### src/rec_pkg.sv
// Shared widths, command codes, register indices and reset constants, referenced by scoped name
`default_nettype none

package rec_pkg;

  // Data widths
  typedef logic [31:0] word_t;
  typedef logic [7:0]  byte_t;
  typedef logic [15:0] len_t;

  // Recovery command codes
  typedef enum logic [7:0] {
    CMD_PROT_CAP        = 8'd34,
    CMD_DEVICE_STATUS   = 8'd36,
    CMD_DEVICE_RESET    = 8'd37,
    CMD_RECOVERY_CTRL   = 8'd38,
    CMD_RECOVERY_STATUS = 8'd39
  } cmd_e;

  // Word index into the register bank
  typedef enum logic [3:0] {
    CSR_PROT_CAP_0      = 4'd0,
    CSR_PROT_CAP_1      = 4'd1,
    CSR_PROT_CAP_2      = 4'd2,
    CSR_PROT_CAP_3      = 4'd3,
    CSR_DEVICE_STATUS_0 = 4'd4,
    CSR_DEVICE_STATUS_1 = 4'd5,
    CSR_DEVICE_RESET    = 4'd6,
    CSR_RECOVERY_CTRL   = 4'd7,
    CSR_RECOVERY_STATUS = 4'd8,
    CSR_INVALID         = 4'd15
  } csr_idx_e;

  // Protocol status codes for DEVICE_STATUS byte 1
  typedef enum logic [7:0] {
    PROTO_OK        = 8'd0,
    PROTO_ERROR_CRC = 8'd4
  } proto_e;

  localparam int unsigned CSR_WORDS = 9;

  // Capability words, "OCP RECV" magic first
  localparam word_t PROT_CAP_WORD0 = 32'h2050_434F;
  localparam word_t PROT_CAP_WORD1 = 32'h5643_4552;
  localparam word_t PROT_CAP_WORD2 = 32'h0013_0101;
  localparam word_t PROT_CAP_WORD3 = 32'h0000_0005;

  localparam byte_t IMAGE_ACTIVATE = 8'h0F;

  // Register lengths in bytes
  localparam len_t LEN_PROT_CAP        = 16'd15;
  localparam len_t LEN_DEVICE_STATUS   = 16'd8;
  localparam len_t LEN_DEVICE_RESET    = 16'd3;
  localparam len_t LEN_RECOVERY_CTRL   = 16'd3;
  localparam len_t LEN_RECOVERY_STATUS = 16'd2;
  localparam len_t LEN_DEFAULT         = 16'd4;

endpackage

`default_nettype wire

### src/rec_cmd_ctrl.sv
// Command sequencer of the recovery executor, fetches write payload and launches read responses
`timescale 1ns/10ps
`default_nettype none

module rec_cmd_ctrl (
  input  logic              clk_i,
  input  logic              rst_ni,
  input  logic              cmd_valid_i,
  input  logic              cmd_is_rd_i,
  input  rec_pkg::cmd_e     cmd_cmd_i,
  input  rec_pkg::len_t     cmd_len_i,
  input  logic              cmd_error_i,
  input  logic              rx_ack_i,
  input  rec_pkg::word_t    rx_data_i,
  input  logic              rsp_done_i,
  output logic              cmd_done_o,
  output logic              rx_req_o,
  output logic              rx_queue_clr_o,
  output logic              csr_we_o,
  output rec_pkg::csr_idx_e csr_wr_idx_o,
  output rec_pkg::word_t    csr_wr_data_o,
  output logic              status_we_o,
  output rec_pkg::proto_e   status_code_o,
  output logic              rsp_start_o,
  output rec_pkg::csr_idx_e rsp_base_o,
  output rec_pkg::len_t     rsp_len_o
);

  typedef enum logic [2:0] {
    Idle,
    Write,
    Read,
    Error,
    Done
  } state_e;

  state_e            state_d, state_q;
  rec_pkg::csr_idx_e dec_base, base_q;
  rec_pkg::len_t     dec_len, len_q;
  rec_pkg::len_t     dec_words, wcnt_q;
  rec_pkg::proto_e   proto_q;
  logic              accept, rx_take;
  logic              first_q, rsp_start_q;

  assign accept  = (state_q == Idle) & cmd_valid_i;
  assign rx_take = (state_q == Write) & rx_ack_i;

  // Payload words, length divided by four and rounded up
  assign dec_words = {2'b00, cmd_len_i[15:2]} + rec_pkg::len_t'(|cmd_len_i[1:0]);

  // Command code to register base and length
  always_comb begin
    dec_base = rec_pkg::CSR_INVALID;
    dec_len  = rec_pkg::LEN_DEFAULT;
    case (cmd_cmd_i)
      rec_pkg::CMD_PROT_CAP: begin
        dec_base = rec_pkg::CSR_PROT_CAP_0;
        dec_len  = rec_pkg::LEN_PROT_CAP;
      end
      rec_pkg::CMD_DEVICE_STATUS: begin
        dec_base = rec_pkg::CSR_DEVICE_STATUS_0;
        dec_len  = rec_pkg::LEN_DEVICE_STATUS;
      end
      rec_pkg::CMD_DEVICE_RESET: begin
        dec_base = rec_pkg::CSR_DEVICE_RESET;
        dec_len  = rec_pkg::LEN_DEVICE_RESET;
      end
      rec_pkg::CMD_RECOVERY_CTRL: begin
        dec_base = rec_pkg::CSR_RECOVERY_CTRL;
        dec_len  = rec_pkg::LEN_RECOVERY_CTRL;
      end
      rec_pkg::CMD_RECOVERY_STATUS: begin
        dec_base = rec_pkg::CSR_RECOVERY_STATUS;
        dec_len  = rec_pkg::LEN_RECOVERY_STATUS;
      end
      default: ;
    endcase
  end

  always_comb begin
    state_d = state_q;
    case (state_q)
      Idle: begin
        if (cmd_valid_i) begin
          if (cmd_error_i) state_d = Error;
          else if (cmd_is_rd_i) state_d = Read;
          else if (dec_words == '0) state_d = Done;
          else state_d = Write;
        end
      end
      Write: if (rx_take && wcnt_q == 16'd1) state_d = Done;
      Read:  if (rsp_done_i) state_d = Done;
      Error: state_d = Done;
      default: state_d = Idle;
    endcase
  end

  always_ff @(posedge clk_i or negedge rst_ni) begin
    if (!rst_ni) begin
      state_q     <= Idle;
      wcnt_q      <= '0;
      first_q     <= 1'b0;
      rsp_start_q <= 1'b0;
    end else begin
      state_q     <= state_d;
      rsp_start_q <= accept & cmd_is_rd_i & ~cmd_error_i;
      if (accept) begin
        wcnt_q  <= dec_words;
        first_q <= 1'b1;
      end else if (rx_take) begin
        wcnt_q  <= wcnt_q - 16'd1;
        first_q <= 1'b0;
      end
    end
  end

  // Command attributes, held for the whole command
  always_ff @(posedge clk_i) begin
    if (accept) begin
      base_q <= dec_base;
      len_q  <= dec_len;
      if (cmd_error_i) proto_q <= rec_pkg::PROTO_ERROR_CRC;
      else proto_q <= rec_pkg::PROTO_OK;
    end
  end

  assign cmd_done_o     = (state_q == Done);
  assign rx_req_o       = (state_q == Write);
  assign rx_queue_clr_o = (state_q == Error);

  // Only the first payload word goes to the bank, the rest are drained
  assign csr_we_o      = rx_take & first_q;
  assign csr_wr_idx_o  = base_q;
  assign csr_wr_data_o = rx_data_i;

  assign status_we_o   = (state_q == Done);
  assign status_code_o = proto_q;

  assign rsp_start_o = rsp_start_q;
  assign rsp_base_o  = base_q;
  assign rsp_len_o   = len_q;

endmodule

`default_nettype wire

### src/rec_csr_bank.sv
// Recovery register bank with writability filter, protocol status update and activation detect
`timescale 1ns/10ps
`default_nettype none

module rec_csr_bank (
  input  logic              clk_i,
  input  logic              rst_ni,
  input  logic              csr_we_i,
  input  rec_pkg::csr_idx_e csr_wr_idx_i,
  input  rec_pkg::word_t    csr_wr_data_i,
  input  logic              status_we_i,
  input  rec_pkg::proto_e   status_code_i,
  input  rec_pkg::csr_idx_e rd_idx_i,
  output rec_pkg::word_t    rd_data_o,
  output logic              image_activated_o
);

  rec_pkg::word_t regs_q [rec_pkg::CSR_WORDS];
  logic           wr_allowed;

  // Host may only write DEVICE_RESET and RECOVERY_CTRL
  assign wr_allowed = csr_we_i &
                      ((csr_wr_idx_i == rec_pkg::CSR_DEVICE_RESET) ||
                       (csr_wr_idx_i == rec_pkg::CSR_RECOVERY_CTRL));

  always_ff @(posedge clk_i or negedge rst_ni) begin
    if (!rst_ni) begin
      for (int i = 0; i < rec_pkg::CSR_WORDS; i++) begin
        regs_q[i] <= '0;
      end
      regs_q[rec_pkg::CSR_PROT_CAP_0] <= rec_pkg::PROT_CAP_WORD0;
      regs_q[rec_pkg::CSR_PROT_CAP_1] <= rec_pkg::PROT_CAP_WORD1;
      regs_q[rec_pkg::CSR_PROT_CAP_2] <= rec_pkg::PROT_CAP_WORD2;
      regs_q[rec_pkg::CSR_PROT_CAP_3] <= rec_pkg::PROT_CAP_WORD3;
    end else begin
      if (wr_allowed) begin
        regs_q[csr_wr_idx_i] <= csr_wr_data_i;
      end
      // Protocol status sits in byte 1 of DEVICE_STATUS
      if (status_we_i) begin
        regs_q[rec_pkg::CSR_DEVICE_STATUS_0][15:8] <= status_code_i;
      end
    end
  end

  // Indices past the last word read as zero
  always_comb begin
    rd_data_o = '0;
    if (rd_idx_i < rec_pkg::CSR_WORDS) begin
      rd_data_o = regs_q[rd_idx_i];
    end
  end

  // Activation code lives in byte 2 of RECOVERY_CTRL
  assign image_activated_o =
    (regs_q[rec_pkg::CSR_RECOVERY_CTRL][23:16] == rec_pkg::IMAGE_ACTIVATE);

endmodule

`default_nettype wire

### src/rec_rsp_serializer.sv
// Read response sender that announces the length and streams register bytes little endian
`timescale 1ns/10ps
`default_nettype none

module rec_rsp_serializer (
  input  logic              clk_i,
  input  logic              rst_ni,
  input  logic              rsp_start_i,
  input  rec_pkg::csr_idx_e rsp_base_i,
  input  rec_pkg::len_t     rsp_len_i,
  input  rec_pkg::word_t    rd_data_i,
  input  logic              res_ready_i,
  input  logic              res_dready_i,
  output rec_pkg::csr_idx_e rd_idx_o,
  output logic              rsp_done_o,
  output logic              res_valid_o,
  output rec_pkg::len_t     res_len_o,
  output logic              res_dvalid_o,
  output rec_pkg::byte_t    res_data_o,
  output logic              res_dlast_o
);

  typedef enum logic [1:0] {
    Idle,
    Announce,
    Stream
  } state_e;

  state_e            state_d, state_q;
  rec_pkg::len_t     len_q, cnt_q;
  rec_pkg::csr_idx_e widx_q;
  logic              byte_take, last_byte;

  assign byte_take  = (state_q == Stream) & res_dready_i;
  assign last_byte  = (cnt_q == len_q - 16'd1);

  always_comb begin
    state_d = state_q;
    case (state_q)
      Idle:     if (rsp_start_i) state_d = Announce;
      Announce: if (res_ready_i) state_d = Stream;
      Stream:   if (byte_take && last_byte) state_d = Idle;
      default:  state_d = Idle;
    endcase
  end

  always_ff @(posedge clk_i or negedge rst_ni) begin
    if (!rst_ni) begin
      state_q <= Idle;
      cnt_q   <= '0;
    end else begin
      state_q <= state_d;
      if (state_q == Idle && rsp_start_i) cnt_q <= '0;
      else if (byte_take) cnt_q <= cnt_q + 16'd1;
    end
  end

  // Step to the next word after byte 3 of the current one
  always_ff @(posedge clk_i) begin
    if (state_q == Idle && rsp_start_i) begin
      widx_q <= rsp_base_i;
      len_q  <= rsp_len_i;
    end else if (byte_take && cnt_q[1:0] == 2'd3) begin
      widx_q <= rec_pkg::csr_idx_e'(widx_q + 4'd1);
    end
  end

  always_comb begin
    case (cnt_q[1:0])
      2'd0:    res_data_o = rd_data_i[7:0];
      2'd1:    res_data_o = rd_data_i[15:8];
      2'd2:    res_data_o = rd_data_i[23:16];
      default: res_data_o = rd_data_i[31:24];
    endcase
  end

  assign rd_idx_o     = widx_q;
  assign res_valid_o  = (state_q == Announce);
  assign res_len_o    = len_q;
  assign res_dvalid_o = (state_q == Stream);
  assign res_dlast_o  = (state_q == Stream) & last_byte;
  assign rsp_done_o   = byte_take & last_byte;

endmodule

`default_nettype wire

### src/recovery_executor.sv
// Top level of the recovery command executor, wires the sequencer, register bank and sender
`timescale 1ns/10ps
`default_nettype none

module recovery_executor (
  input  logic           clk_i,
  input  logic           rst_ni,
  // Decoded command
  input  logic           cmd_valid_i,
  input  logic           cmd_is_rd_i,
  input  rec_pkg::cmd_e  cmd_cmd_i,
  input  rec_pkg::len_t  cmd_len_i,
  input  logic           cmd_error_i,
  output logic           cmd_done_o,
  // Response length and data
  output logic           res_valid_o,
  input  logic           res_ready_i,
  output rec_pkg::len_t  res_len_o,
  output logic           res_dvalid_o,
  input  logic           res_dready_i,
  output rec_pkg::byte_t res_data_o,
  output logic           res_dlast_o,
  // RX data queue
  output logic           rx_req_o,
  input  logic           rx_ack_i,
  input  rec_pkg::word_t rx_data_i,
  output logic           rx_queue_clr_o,
  output logic           image_activated_o
);

  logic              csr_we;
  rec_pkg::csr_idx_e csr_wr_idx;
  rec_pkg::word_t    csr_wr_data;
  logic              status_we;
  rec_pkg::proto_e   status_code;
  logic              rsp_start;
  rec_pkg::csr_idx_e rsp_base;
  rec_pkg::len_t     rsp_len;
  logic              rsp_done;
  rec_pkg::csr_idx_e rd_idx;
  rec_pkg::word_t    rd_data;

  rec_cmd_ctrl u_cmd_ctrl (
    .clk_i          (clk_i),
    .rst_ni         (rst_ni),
    .cmd_valid_i    (cmd_valid_i),
    .cmd_is_rd_i    (cmd_is_rd_i),
    .cmd_cmd_i      (cmd_cmd_i),
    .cmd_len_i      (cmd_len_i),
    .cmd_error_i    (cmd_error_i),
    .rx_ack_i       (rx_ack_i),
    .rx_data_i      (rx_data_i),
    .rsp_done_i     (rsp_done),
    .cmd_done_o     (cmd_done_o),
    .rx_req_o       (rx_req_o),
    .rx_queue_clr_o (rx_queue_clr_o),
    .csr_we_o       (csr_we),
    .csr_wr_idx_o   (csr_wr_idx),
    .csr_wr_data_o  (csr_wr_data),
    .status_we_o    (status_we),
    .status_code_o  (status_code),
    .rsp_start_o    (rsp_start),
    .rsp_base_o     (rsp_base),
    .rsp_len_o      (rsp_len)
  );

  rec_csr_bank u_csr_bank (
    .clk_i             (clk_i),
    .rst_ni            (rst_ni),
    .csr_we_i          (csr_we),
    .csr_wr_idx_i      (csr_wr_idx),
    .csr_wr_data_i     (csr_wr_data),
    .status_we_i       (status_we),
    .status_code_i     (status_code),
    .rd_idx_i          (rd_idx),
    .rd_data_o         (rd_data),
    .image_activated_o (image_activated_o)
  );

  rec_rsp_serializer u_rsp_serializer (
    .clk_i        (clk_i),
    .rst_ni       (rst_ni),
    .rsp_start_i  (rsp_start),
    .rsp_base_i   (rsp_base),
    .rsp_len_i    (rsp_len),
    .rd_data_i    (rd_data),
    .res_ready_i  (res_ready_i),
    .res_dready_i (res_dready_i),
    .rd_idx_o     (rd_idx),
    .rsp_done_o   (rsp_done),
    .res_valid_o  (res_valid_o),
    .res_len_o    (res_len_o),
    .res_dvalid_o (res_dvalid_o),
    .res_data_o   (res_data_o),
    .res_dlast_o  (res_dlast_o)
  );

endmodule

`default_nettype wire

### config.mk
export PLATFORM = sky130hd
export DESIGN_NAME = recovery_executor
export DESIGN_NICKNAME = d
export VERILOG_FILES = /design/src/rec_pkg.sv /design/src/rec_cmd_ctrl.sv /design/src/rec_csr_bank.sv /design/src/rec_rsp_serializer.sv /design/src/recovery_executor.sv
export SDC_FILE = /design/constraint.sdc
export NUM_CORES = 1
export LEC_CHECK = 0
export BUFFER_PORTS_ARGS = -buffer_cell sky130_fd_sc_hd__buf_2
export CORE_UTILIZATION = 65
export DETAILED_ROUTE_END_ITERATION = 10
export GPL_TIMING_DRIVEN = 0
export PLACE_DENSITY = 0.85
export RECOVER_POWER = 50
export SYNTH_ARGS = -nofsm -noshare
export SYNTH_HDL_FRONTEND = slang
export SYNTH_SLANG_ARGS = --single-unit
### constraint.sdc
create_clock -name clk_i -period 5.5 [get_ports clk_i]
set_clock_uncertainty 0.2 [all_clocks]
set_input_delay 0.275 -clock clk_i [delete_from_list [all_inputs] [get_ports clk_i]]
set_output_delay 0.275 -clock clk_i [all_outputs]
set_load 0.005 [all_outputs]
==> flow_summary_export.csv, run 1 <==
group,metric,value,unit
outcome,status,"complete, but fails checks",
outcome,violations,"design-rule violations, max-capacitance violations, max-slew violations",
placed_design,place.gp.congestion,0.874,
timing,max_slew_margin,-90.3,%
power_and_ir_drop,vdd_drop_max,189,uV
finish,layout-drive-gt1-share,24.5,%
timing,hold_viol,0,
clock_tree,clock_latency,520,ps
placed_design,portBuffers,80,
clock_tree,postCtsSetupBuffers,0,
global_routing,grt_usage,30.7,%
finish,regArea,8730,sq um
setup_path,r2r_cells,6,
run,drv_cap,1,
routing,finalWirelength,33.7,mm
floorplan,die_area,23300,sq um
setup_path,crit_family,"buffers and inverters",
setup_path,cp-end-kind,"output pin",
routing,drc,4,
finish,design_area,17300,sq um
setup_path,arrival,4000,ps
clock_tree,cts_tree,"yes",
routing,avgRoutedWirePerCell,20.4,microns
floorplan,die_w,153,microns
yosys,ys.flop_type,"dfrtp_1",
finish,final_nets,1420,
timing,fmax,224,MHz
yosys,synth_area_leaders,"dfrtp_1 50%, mux4_2 9.8%, mux2_2 6.9%",
timing,finalMaxSlewViolations,116,
finish,multi_input_area,4910,sq um
setup_path,r2r_end,"u_csr_bank.regs_q[94]$_DFFE_PN0P_",
setup_path,cp.buffers_inverters,5,
routing,num_vias,9740,
yosys,yosysSeqAreaShare,59.1,%
setup_path,path_cells,"buf_2 -> buf_2 -> buf_1 -> inv_1 -> ha_1 -> nand2_1 -> nor2_1 -> nor2_1 -> nand3_1 -> and4_1 -> buf_2",
clock_tree,clock_sinks,344,
timing,min_period,4470,ps
global_routing,grt_pass1_vias,10395,
timing,tightest_slew,2850,ps
yosys,syn_avg_cell_area,12.7,sq um
floorplan,initial_core_util,67.0,%
setup_path,critPathMostFrequentCell,"buf_2",
floorplan,rows,54,
min_path,hold_class,"input port to register",
floorplan,core,22000,sq um
power_and_ir_drop,p_leak,8.00,nW
timing,setup_viol,0,
setup_path,slowest_delay,600,ps
setup_path,crit_type,"register to output pin",
setup_path,cp-start-kind,"register",
setup_path,cp_slowest_cell,"buf_1",
clock_tree,htree_levels,2,
yosys,synthCells,1163,
yosys,synth_seq_cells,344,
yosys,netlist_area,14800,sq um
timing,fin_crit_sh,81.3,%
min_path,hold-path-endpoint,"u_cmd_ctrl.csr_wr_idx_o[1]$_SDFFCE_PN1P_",
setup_path,path_max_fanout,10,
floorplan,die_h,153,microns
placed_design,dpl_cell_area,15600,sq um
yosys,synth_top_cell_area_share,50.2,%
yosys,synth_warnings,0,
floorplan,io_pins,95,
clock_tree,numCtsBuffers,35,
yosys,yosysUniqueCellTypes,58,
finish,final_cell_mix,"296 x dfrtp_1, 252 x clkbuf_1, 90 x mux2_2",
global_routing,grt_max_degree,122,
clock_tree,root_buffer,"clkbuf_16",
setup_path,critPathRequiredTime,5030,ps
finish,antenna-diode-count,0,
yosys,async_flop_share,95.1,%
finish,final_common_cell,"dfrtp_1",
routing,routed_via_density,5.91,
routing,firstDrtPassIters,11,
clock_tree,path_clk_slew,60,ps
routing,ant_nets,0,
min_path,whs_path_depth,3,
placed_design,place_ws,1840,ps
setup_path,reg2reg_slack,2180,ps
timing,rsz0062_at_grt,"no",
clock_tree,clock_path_buffers,3,
setup_path,reg2reg_from,"u_cmd_ctrl.state_q[2]$_DFFE_PN0P_",
global_routing,antenna_found_initial,0,
finish,nFillCells,1197,
setup_path,startpoint,"u_rsp_serializer.rd_idx_o[1]$_DFFE_PP_",
min_path,min-delay-start,"cmd_cmd_i[1]",
power_and_ir_drop,p_per_area,293,nW/um^2
timing,fin_ws,1030,ps
finish,area_growth,16.9,%
placed_design,dp_hpwl,21.8,mm
global_routing,grt_pass1_wl,55.0,mm
routing,drtIter0Drc,693,
global_routing,gr-total-overflow,0,
yosys,synth-edff-count,17,
yosys,yosys.area.top_type,"dfrtp_1",
## routing by layer
metal / routed length [microns] / track usage, %
met1: 13200 / 40.1
met2: 17000 / 51.4
met3: 2250 / 5.38
met4: 1260 / 12.8
met5: 0 / 0
## area by class of cell
class | count | share of cell area, %
Clock inverter | 8 | 0.500
Tap cell | 280 | 2.03
Buffer | 274 | 6.37
Multi-Input combinational cell | 540 | 28.4
Timing Repair Buffer | 133 | 5.58
Inverter | 16 | 0.348
Sequential cell | 344 | 50.6
Clock buffer | 54 | 6.15
## synthesized netlist by cell type, drive strengths merged, types with 10 or more instances
cell type,count
inv,16
and3,10
dfstp,31
mux2,90
buf,35
ha,12
xor2,26
a21oi,10
nor2b,14
xnor2,20
nand3,25
o21ai,19
nand2,48
mux4,64
mux2i,10
edfxtp,17
nor3,15
dfrtp,296
clkbuf,239
nor2,55
## how the worst max path moves through the flow
stage	to	slack [ps]	cells after the start
2_1_floorplan	res_data_o[0]	2950	11
3_3_place_gp	u_csr_bank.regs_q[155]$_DFFE_PN0P_	-1800	1
3_5_place_dp	res_data_o[3]	1840	11
4_1_cts	res_data_o[3]	1160	11
5_1_grt	res_data_o[3]	950	11
6_report	res_data_o[3]	1030	11
## cell families (layout without fill, tap and decap cells)
group / after synthesis / count (layout) / share of synthesized area [%]
and+or+nand+nor: 227 / 227 / 8.09
xor gates and xnor gates: 46 / 46 / 2.73
adders and majority gates: 12 / 12 / 1.02
buffers and inverters: 290 / 485 / 7.86
AOI/OAI and AO/OA: 79 / 79 / 3.83
other: 1 / 12 / 0.0254
muxes: 164 / 164 / 17.3
DFF: 344 / 344 / 59.1
## state kept, by name, indices dropped and copies added, names as in the netlist, 2 cells and up
| name | flops |
|---|---|
| u_rsp_serializer.state_q | 2 |
| u_cmd_ctrl.state_q | 3 |
| u_cmd_ctrl.rsp_len_o | 4 |
| u_rsp_serializer.res_len_o | 4 |
| u_csr_bank.regs_q | 288 |
| u_cmd_ctrl.csr_wr_idx_o | 4 |
| u_rsp_serializer.cnt_q | 16 |
| u_rsp_serializer.rd_idx_o | 4 |
| u_cmd_ctrl.wcnt_q | 16 |
## per-stage QoR
| stage | TNS (ps) | power [mW] | util, % | hold slack (ps) | instances |
|---|---|---|---|---|---|
| after floorplan | 0 | 2.62 | - | -221 | 1174 |
| after global placement | -524120 | 2.71 | 70.6 | 204 | 1534 |
| after detailed placement | 0 | 2.71 | 70.9 | 208 | 1536 |
| after CTS | 0 | 5.07 | 78.4 | 0.796 | 1649 |
| after global routing | 0 | 5.20 | 78.4 | 26.5 | 1649 |
| final | 0 | 5.05 | 78.4 | 5.98 | 1649 |
## repair_timing
action | CTS | global route
endpoints found under the hold margin | 194 | 0
endpoints found under the setup margin | 0 | 0
hold buffers | 51 | 0
resized for setup | 0 | 0
## where the power goes
group / internal, mW / leakage, nW / switching (mW)
Sequential: 2.55 / 4.62 / 0
Clock: 1.39 / 0.555 / 0.973
Combinational: 0.0609 / 2.83 / 0.0861
Total: 3.99 / 8.00 / 1.06
## tightest hold or removal path: cells and delay by family
family          cells  cell delay [ps]
compound gates      1              130
buf+inv             1              140
simple gates        1               60
Note: power is estimated with default switching activity, not from simulation.
==> inputs of run 2 (changes only) <==
- ABC_AREA: unset -> 1
- CORE_UTILIZATION: 65 -> 61
- PLACE_DENSITY: 0.85 -> 0.8
- clock period: 5.5 -> 4.64 ns (I/O delays scaled with it)
==> run 2 against run 1 <==
  * The flow finishes with violations (max-capacitance violations, max-slew violations)
  * Core utilization down 4.3 points
  * Final area grew 5.6%
  * Global-route usage increased by 1.4 points
  * Power rose by 61%
  * Die area increased by 12%
  * First-iteration DRC count grew 66%
  * Synthesized cell count up 55%
  * Routed wire length up 18%
  * Critical path depth unchanged
  * Critical path type unchanged
  * Largest power group unchanged
==> flow_summary_export.csv, run 2 <==
group,metric,value,unit
routing,drc,0,
setup_path,cp-end-kind,"output pin",
yosys,synth-edff-count,17,
power_and_ir_drop,vdd_drop_max,315,uV
clock_tree,cts_tree,"yes",
outcome,status,"complete, but fails checks",
finish,layout-drive-gt1-share,12.9,%
setup_path,cp_slowest_cell,"clkbuf_1",
clock_tree,clock_path_buffers,3,
setup_path,critPathRequiredTime,4210,ps
clock_tree,clock_sinks,344,
setup_path,path_cells,"inv_1 -> ha_1 -> clkbuf_1 -> clkbuf_1 -> nand3_1 -> nand3_1 -> nand2_1 -> nand2_1 -> nand2_1 -> nand2_1 -> buf_2",
run,drv_cap,1,
power_and_ir_drop,internal_power,5.65,mW
yosys,syn_avg_cell_area,8.63,sq um
setup_path,critPathMostFrequentCell,"nand2_1",
timing,hold_viol,0,
finish,regMostFlops,"u_csr_bank.regs_q",
clock_tree,numCtsBuffers,36,
power_and_ir_drop,p_switching,2.49,mW
yosys,synth_warnings,0,
power_and_ir_drop,p_per_area,447,nW/um^2
yosys,synth_area_leaders,"dfrtp_1 48%, nand2_1 6.4%, nor2_1 5.9%",
clock_tree,clock_latency,510,ps
placed_design,place_ws,1800,ps
yosys,ys.flop_type,"dfrtp_1",
timing,fin_crit_sh,73.6,%
setup_path,reg2reg_slack,2190,ps
timing,finalMaxSlewViolations,47,
finish,antenna-diode-count,0,
floorplan,core,24600,sq um
yosys,yosysMostFrequentCell,"dfrtp_1",
timing,setup_viol,0,
yosys,synthCells,1797,
min_path,hold_class,"input port to register",
global_routing,grt_pass1_vias,12869,
routing,drtIter0Drc,1150,
finish,reg.largest.list,"u_csr_bank.regs_q x288, u_cmd_ctrl.wcnt_q x16, u_rsp_serializer.cnt_q x16",
yosys,synth_compound_area_share,11.4,%
yosys,synth.mux.area_fraction,0,%
timing,fin_ws,1220,ps
routing,firstDrtPassIters,5,
setup_path,cp-start-kind,"register",
routing,num_vias,12793,
min_path,min-delay-start,"cmd_len_i[11]",
routing,avgRoutedWirePerCell,17.0,microns
global_routing,grt_pass1_wl,64.8,mm
clock_tree,path_clk_slew,60,ps
floorplan,rows,57,
yosys,synth_top_cell_area_share,47.7,%
yosys,synth_xor_area_share,0.508,%
floorplan,die_h,161,microns
finish,final_nets,2066,
yosys,yosys-top-cells-count,"296 x dfrtp_1, 266 x nand2_1, 245 x nor2_1",
power_and_ir_drop,clockPowerShare,35.3,%
global_routing,grt_max_degree,105,
timing,fmax,293,MHz
yosys,synth-adder-area-share,0.968,%
routing,finalWirelength,39.7,mm
yosys,yosys.area.top_type,"dfrtp_1",
yosys,async_flop_share,95.1,%
setup_path,arrival,2980,ps
global_routing,antenna_found_initial,0,
yosys,synthSimpleGateAreaFrac,18.8,%
power_and_ir_drop,p_seq_share,43.3,%
yosys,yosysSeqAreaShare,56.3,%
clock_tree,htree_levels,2,
finish,design_area,18200,sq um
setup_path,crit_type,"register to output pin",
clock_tree,cts_resized,0,
timing,min_period,3420,ps
placed_design,dp_hpwl,27.0,mm
finish,area_growth,17.5,%
global_routing,gr-total-overflow,0,
placed_design,dpl_cell_area,16500,sq um
yosys,synth_seq_cells,344,
yosys,netlist_area,15500,sq um
setup_path,slowest_delay,550,ps
setup_path,path_max_fanout,10,
setup_path,crit_family,"buffers and inverters",
floorplan,io_pins,95,
timing,rsz0062_at_grt,"no",
setup_path,startpoint,"u_rsp_serializer.cnt_q[1]$_DFFE_PN0P_",
power_and_ir_drop,p_leak,8.74,nW
floorplan,die_w,161,microns
yosys,yosysUniqueCellTypes,54,
timing,tightest_slew,2730,ps
routing,routed_via_density,5.47,
global_routing,grt_usage,32.1,%
timing,max_slew_margin,-81.9,%
yosys,synth_top_family_by_area,"simple AND/OR/NAND/NOR gates",
floorplan,initial_core_util,63.0,%
clock_tree,root_buffer,"clkbuf_16",
finish,final_common_cell,"dfrtp_1",
routing,ant_nets,0,
floorplan,die_area,26100,sq um
setup_path,reg2reg_from,"u_cmd_ctrl.state_q[2]$_DFFE_PN0P_",
setup_path,cp.buffers_inverters,4,
clock_tree,postCtsSetupBuffers,0,
placed_design,place.gp.congestion,0.942,
clock_tree,holdBufCountCts,59,
finish,largest_reg_flops,288,
placed_design,portBuffers,82,
outcome,violations,"max-capacitance violations, max-slew violations",
power_and_ir_drop,combPwrFrac,21.4,%
power_and_ir_drop,swShare,30.6,%
finish,final_cell_mix,"296 x dfrtp_1, 266 x nand2_1, 252 x clkbuf_1",
## run 2: cell count changes after synthesis, moves of 89 or more
| cell | delta |
|---|---|
| o21ai_0 | +161 |
| nor2_1 | +190 |
| mux2_2 | -90 |
| nand2_1 | +218 |
| inv_1 | +109 |
| nand3_1 | +89 |
## run 2: worst register-to-register path, cell delays in order (launching register included)
cell      delay [ps]
dfrtp_1          430
inv_2            100
nand3_1          110
nor2_1           190
nand3_1          570
clkbuf_1         470
nand2_1          150
o21ai_0           90
## run 2: cell type report
type | instances | area, sq um
plain buffers | 304 | 1350
repair buffers | 144 | 1080
clock buffers | 51 | 1040
clock inverters | 13 | 145
well taps | 324 | 405
flip-flops and latches | 344 | 8730
inverters | 134 | 509
fillers | 1794 | 6380
multi-input cells | 1026 | 4960
## run 2: metrics by stage
| stage | util, % | instances | power [mW] | hold WS (ps) | TNS, ps |
|---|---|---|---|---|---|
| after floorplan | - | 1808 | 4.62 | -264 | 0 |
| after global placement | 66.5 | 2214 | 5.16 | 207 | -833920 |
| after detailed placement | 66.9 | 2217 | 5.23 | -44.1 | 0 |
| after CTS | 74.1 | 2340 | 8.14 | 1.32 | 0 |
| after global routing | 74.1 | 2340 | 8.53 | 51.8 | 0 |
| final | 74.1 | 2340 | 8.14 | 20.7 | 0 |
## run 2: cells by family (layout without fill, tap and decap cells)
kind of cell	Yosys count	after routing
AND/OR/NAND/NOR	681	681
buffers and inverters	438	646
flip-flops	344	344
AO/OA/AOI/OAI	312	312
adder cells (fa/ha/maj)	12	12
XOR/XNOR	9	9
other	1	12
## run 2: worst paths after layout
kind / to / cells after the start
setup / recovery: res_data_o[0] / 11
hold reg to reg: u_rsp_serializer.res_len_o[0]$_DFFE_PP_ / 0
min in group asynchronous: u_csr_bank.regs_q[233]$_DFFE_PN0P_ / 2
setup reg to reg: u_csr_bank.regs_q[38]$_DFFE_PN0P_ / 7
hold / removal: u_cmd_ctrl.wcnt_q[9]$_DFFE_PN0P_ / 6
max in group asynchronous: u_csr_bank.regs_q[259]$_DFFE_PN1P_ / 4
## run 2: per-layer routing
layer  vias to the layer above  wire, microns  track usage (%)
met5                         -              0                0
met4                         0           1770             16.3
met3                       124           2800             6.19
met2                       496          18600             52.0
met1                      6179          16500             41.5
li1                       5994              -                -
## run 2: power by group through the flow
stage                     registers (mW)  clock network, mW  logic, mW
final                               3.53               2.87       1.74
after global routing                3.56               3.03       1.94
after CTS                           3.52               2.90       1.72
after detailed placement            3.57                  0       1.67
after global placement              3.55                  0       1.60
after floorplan                     3.51                  0       1.11
==> inputs of run 3 (changes only) <==
- CORE_UTILIZATION: 61 -> 55
- PLACE_DENSITY: 0.8 -> 0.76
- clock period: 4.64 -> 2.91 ns (I/O delays scaled with it)
==> run 3 against run 2 <==
  * The run now ends clean
  * Count of clock-buffer cells in the layout up 2
  * Sequential cell count unchanged
  * Die area grew 11%
  * Final cell count rose by 2.9%
  * Clock power increased by 64%
  * Global-route usage fell by 2.7 points
  * Non-clock buffer count up 12
==> flow_summary_export.csv, run 3 (same netlist as run 2, synthesis figures left out) <==
group,metric,value,unit
outcome,status,"finished, final reports clean",
placed_design,place.gp.congestion,0.881,
placed_design,portBuffers,82,
floorplan,rows,61,
clock_tree,path_clk_slew,60,ps
finish,nFillCells,2246,
timing,hold_slack,19.5,ps
setup_path,reg2reg_slack,350,ps
floorplan,core,27800,sq um
routing,num_vias,12899,
clock_tree,root_buffer,"clkbuf_16",
timing,finalMaxSlewViolations,0,
clock_tree,clock_latency,520,ps
clock_tree,clock_sinks,344,
timing,tns,0,ps
routing,drtIter0Drc,1208,
timing,min_period,2860,ps
routing,ant_nets,0,
setup_path,critPathMostFrequentCell,"nand2_1",
setup_path,crit_type,"register to output pin",
finish,fin_cells,2408,
clock_tree,clock_path_buffers,3,
setup_path,cp_slowest_cell,"edfxtp_1",
routing,firstDrtPassIters,5,
global_routing,grt_pass1_wl,65.8,mm
finish,largest_reg_flops,288,
timing,setup_viol,0,
timing,fin_crit_sh,98.3,%
placed_design,dpl_cell_area,16500,sq um
timing,max_slew_margin,13.1,%
routing,finalWirelength,41.1,mm
finish,area_growth,19.6,%
min_path,whs_path_depth,5,
timing,fin_ws,49.0,ps
setup_path,path_cells,"buf_6 -> inv_6 -> buf_2 -> o21ai_0 -> nand3_1 -> nand3_1 -> nand3_1 -> nand2_1 -> nand2_1 -> nand2_1 -> nand2_1 -> buf_2",
clock_tree,numCtsBuffers,36,
finish,final_common_cell,"dfrtp_1",
finish,utilization,66.8,%
floorplan,die_h,170,microns
timing,tightest_slew,1300,ps
setup_path,arrival,2520,ps
min_path,hold-path-endpoint,"u_cmd_ctrl.wcnt_q[5]$_DFFE_PN0P_",
routing,routed_via_density,5.36,
floorplan,initial_core_util,55.8,%
global_routing,gr-total-overflow,0,
floorplan,die_w,170,microns
finish,design_area,18600,sq um
timing,rsz0062_at_grt,"yes",
power_and_ir_drop,p_leak,8.83,nW
floorplan,die_area,28900,sq um
min_path,hold_class,"input port to register",
power_and_ir_drop,finalPower,13.3,mW
placed_design,dp.cells,2271,
finish,layout-drive-gt1-share,13.4,%
finish,final_nets,2078,
placed_design,dp_hpwl,27.2,mm
global_routing,grt_max_degree,110,
global_routing,antenna_found_initial,0,
setup_path,cp-start-kind,"register",
setup_path,reg2reg_from,"u_rsp_serializer.state_q[0]$_DFFE_PN0P_",
finish,final_cell_mix,"296 x dfrtp_1, 267 x nand2_1, 244 x clkbuf_1",
setup_path,r2r_end,"u_rsp_serializer.cnt_q[12]$_DFFE_PN0P_",
global_routing,grt_pass1_vias,12780,
setup_path,path_max_fanout,10,
setup_path,critPathRequiredTime,2560,ps
setup_path,slowest_delay,370,ps
clock_tree,htree_levels,2,
power_and_ir_drop,vdd_drop_max,484,uV
setup_path,cp-end-kind,"output pin",
finish,regMostFlops,"u_csr_bank.regs_q",
placed_design,place_ws,133,ps
timing,fmax,350,MHz
run,drv_cap,0,
finish,antenna-diode-count,0,
setup_path,r2r_cells,10,
power_and_ir_drop,p_per_area,715,nW/um^2
routing,avgRoutedWirePerCell,17.1,microns
routing,drc,0,
finish,reg.largest.list,"u_csr_bank.regs_q x288, u_cmd_ctrl.wcnt_q x16, u_rsp_serializer.cnt_q x16",
clock_tree,cts_tree,"yes",
floorplan,io_pins,95,
global_routing,grt_usage,29.4,%
setup_path,startpoint,"u_rsp_serializer.rd_idx_o[0]$_DFFE_PP_",
timing,hold_viol,0,
min_path,min-delay-start,"cmd_len_i[3]",
run 3: layout make-up:
cell class | instances | area (sq um) | share of cell area, %
clock buffers | 53 | 1060 | 5.69
repair buffers | 159 | 1210 | 6.53
flip-flops and latches | 344 | 8730 | 47.1
multi-input cells | 1026 | 5020 | 27.1
clock inverters | 13 | 154 | 0.829
plain buffers | 301 | 1400 | 7.52
well taps | 378 | 473 | 2.55
inverters | 134 | 509 | 2.74
run 3: what timing repair did:
item | in CTS | in global routing
endpoints found under the hold margin | 255 | 0
resized for setup | 13 | 42
pin swaps | 0 | 3
hold buffers | 70 | 0
endpoints found under the setup margin | 8 | 9
cloned | 0 | 0
buffers inserted | 0 | 4
run 3: worst max path at each step:
| stage | end | slack, ps | cells after the start |
|---|---|---|---|
| global placement | u_csr_bank.regs_q[286]$_DFFE_PN0P_ | -4570 | 1 |
| CTS | res_data_o[0] | 20 | 12 |
| global route | res_data_o[1] | -30 | 11 |
| detailed placement | res_data_o[7] | 130 | 9 |
| finish | res_data_o[2] | 50 | 12 |
| floorplan | u_cmd_ctrl.state_q[0]$_DFFE_PN0P_ | 910 | 10 |
run 3: critical path, delay by kind of cell, from the launching register on:
kind,cells,cell delay [ps]
and+or+nand+nor,7,700
DFF,1,370
AOI/OAI and AO/OA,1,360
buffers and inverters,4,570
run 3: power by group:
group          switching (mW)  internal [mW]  total [mW]
combinational            1.87           1.04        2.91
clock                    1.92           2.80        4.71
sequential              0.347           5.29        5.63
run 3: per-layer routing:
layer  wire length (microns)  track usage, %  share of wire [%]
met1                   16900            39.1                 41
met2                   20200            49.1                 49
met3                    2660            4.00                6.5
met4                    1360            11.2                3.3
met5                       0               0                  0
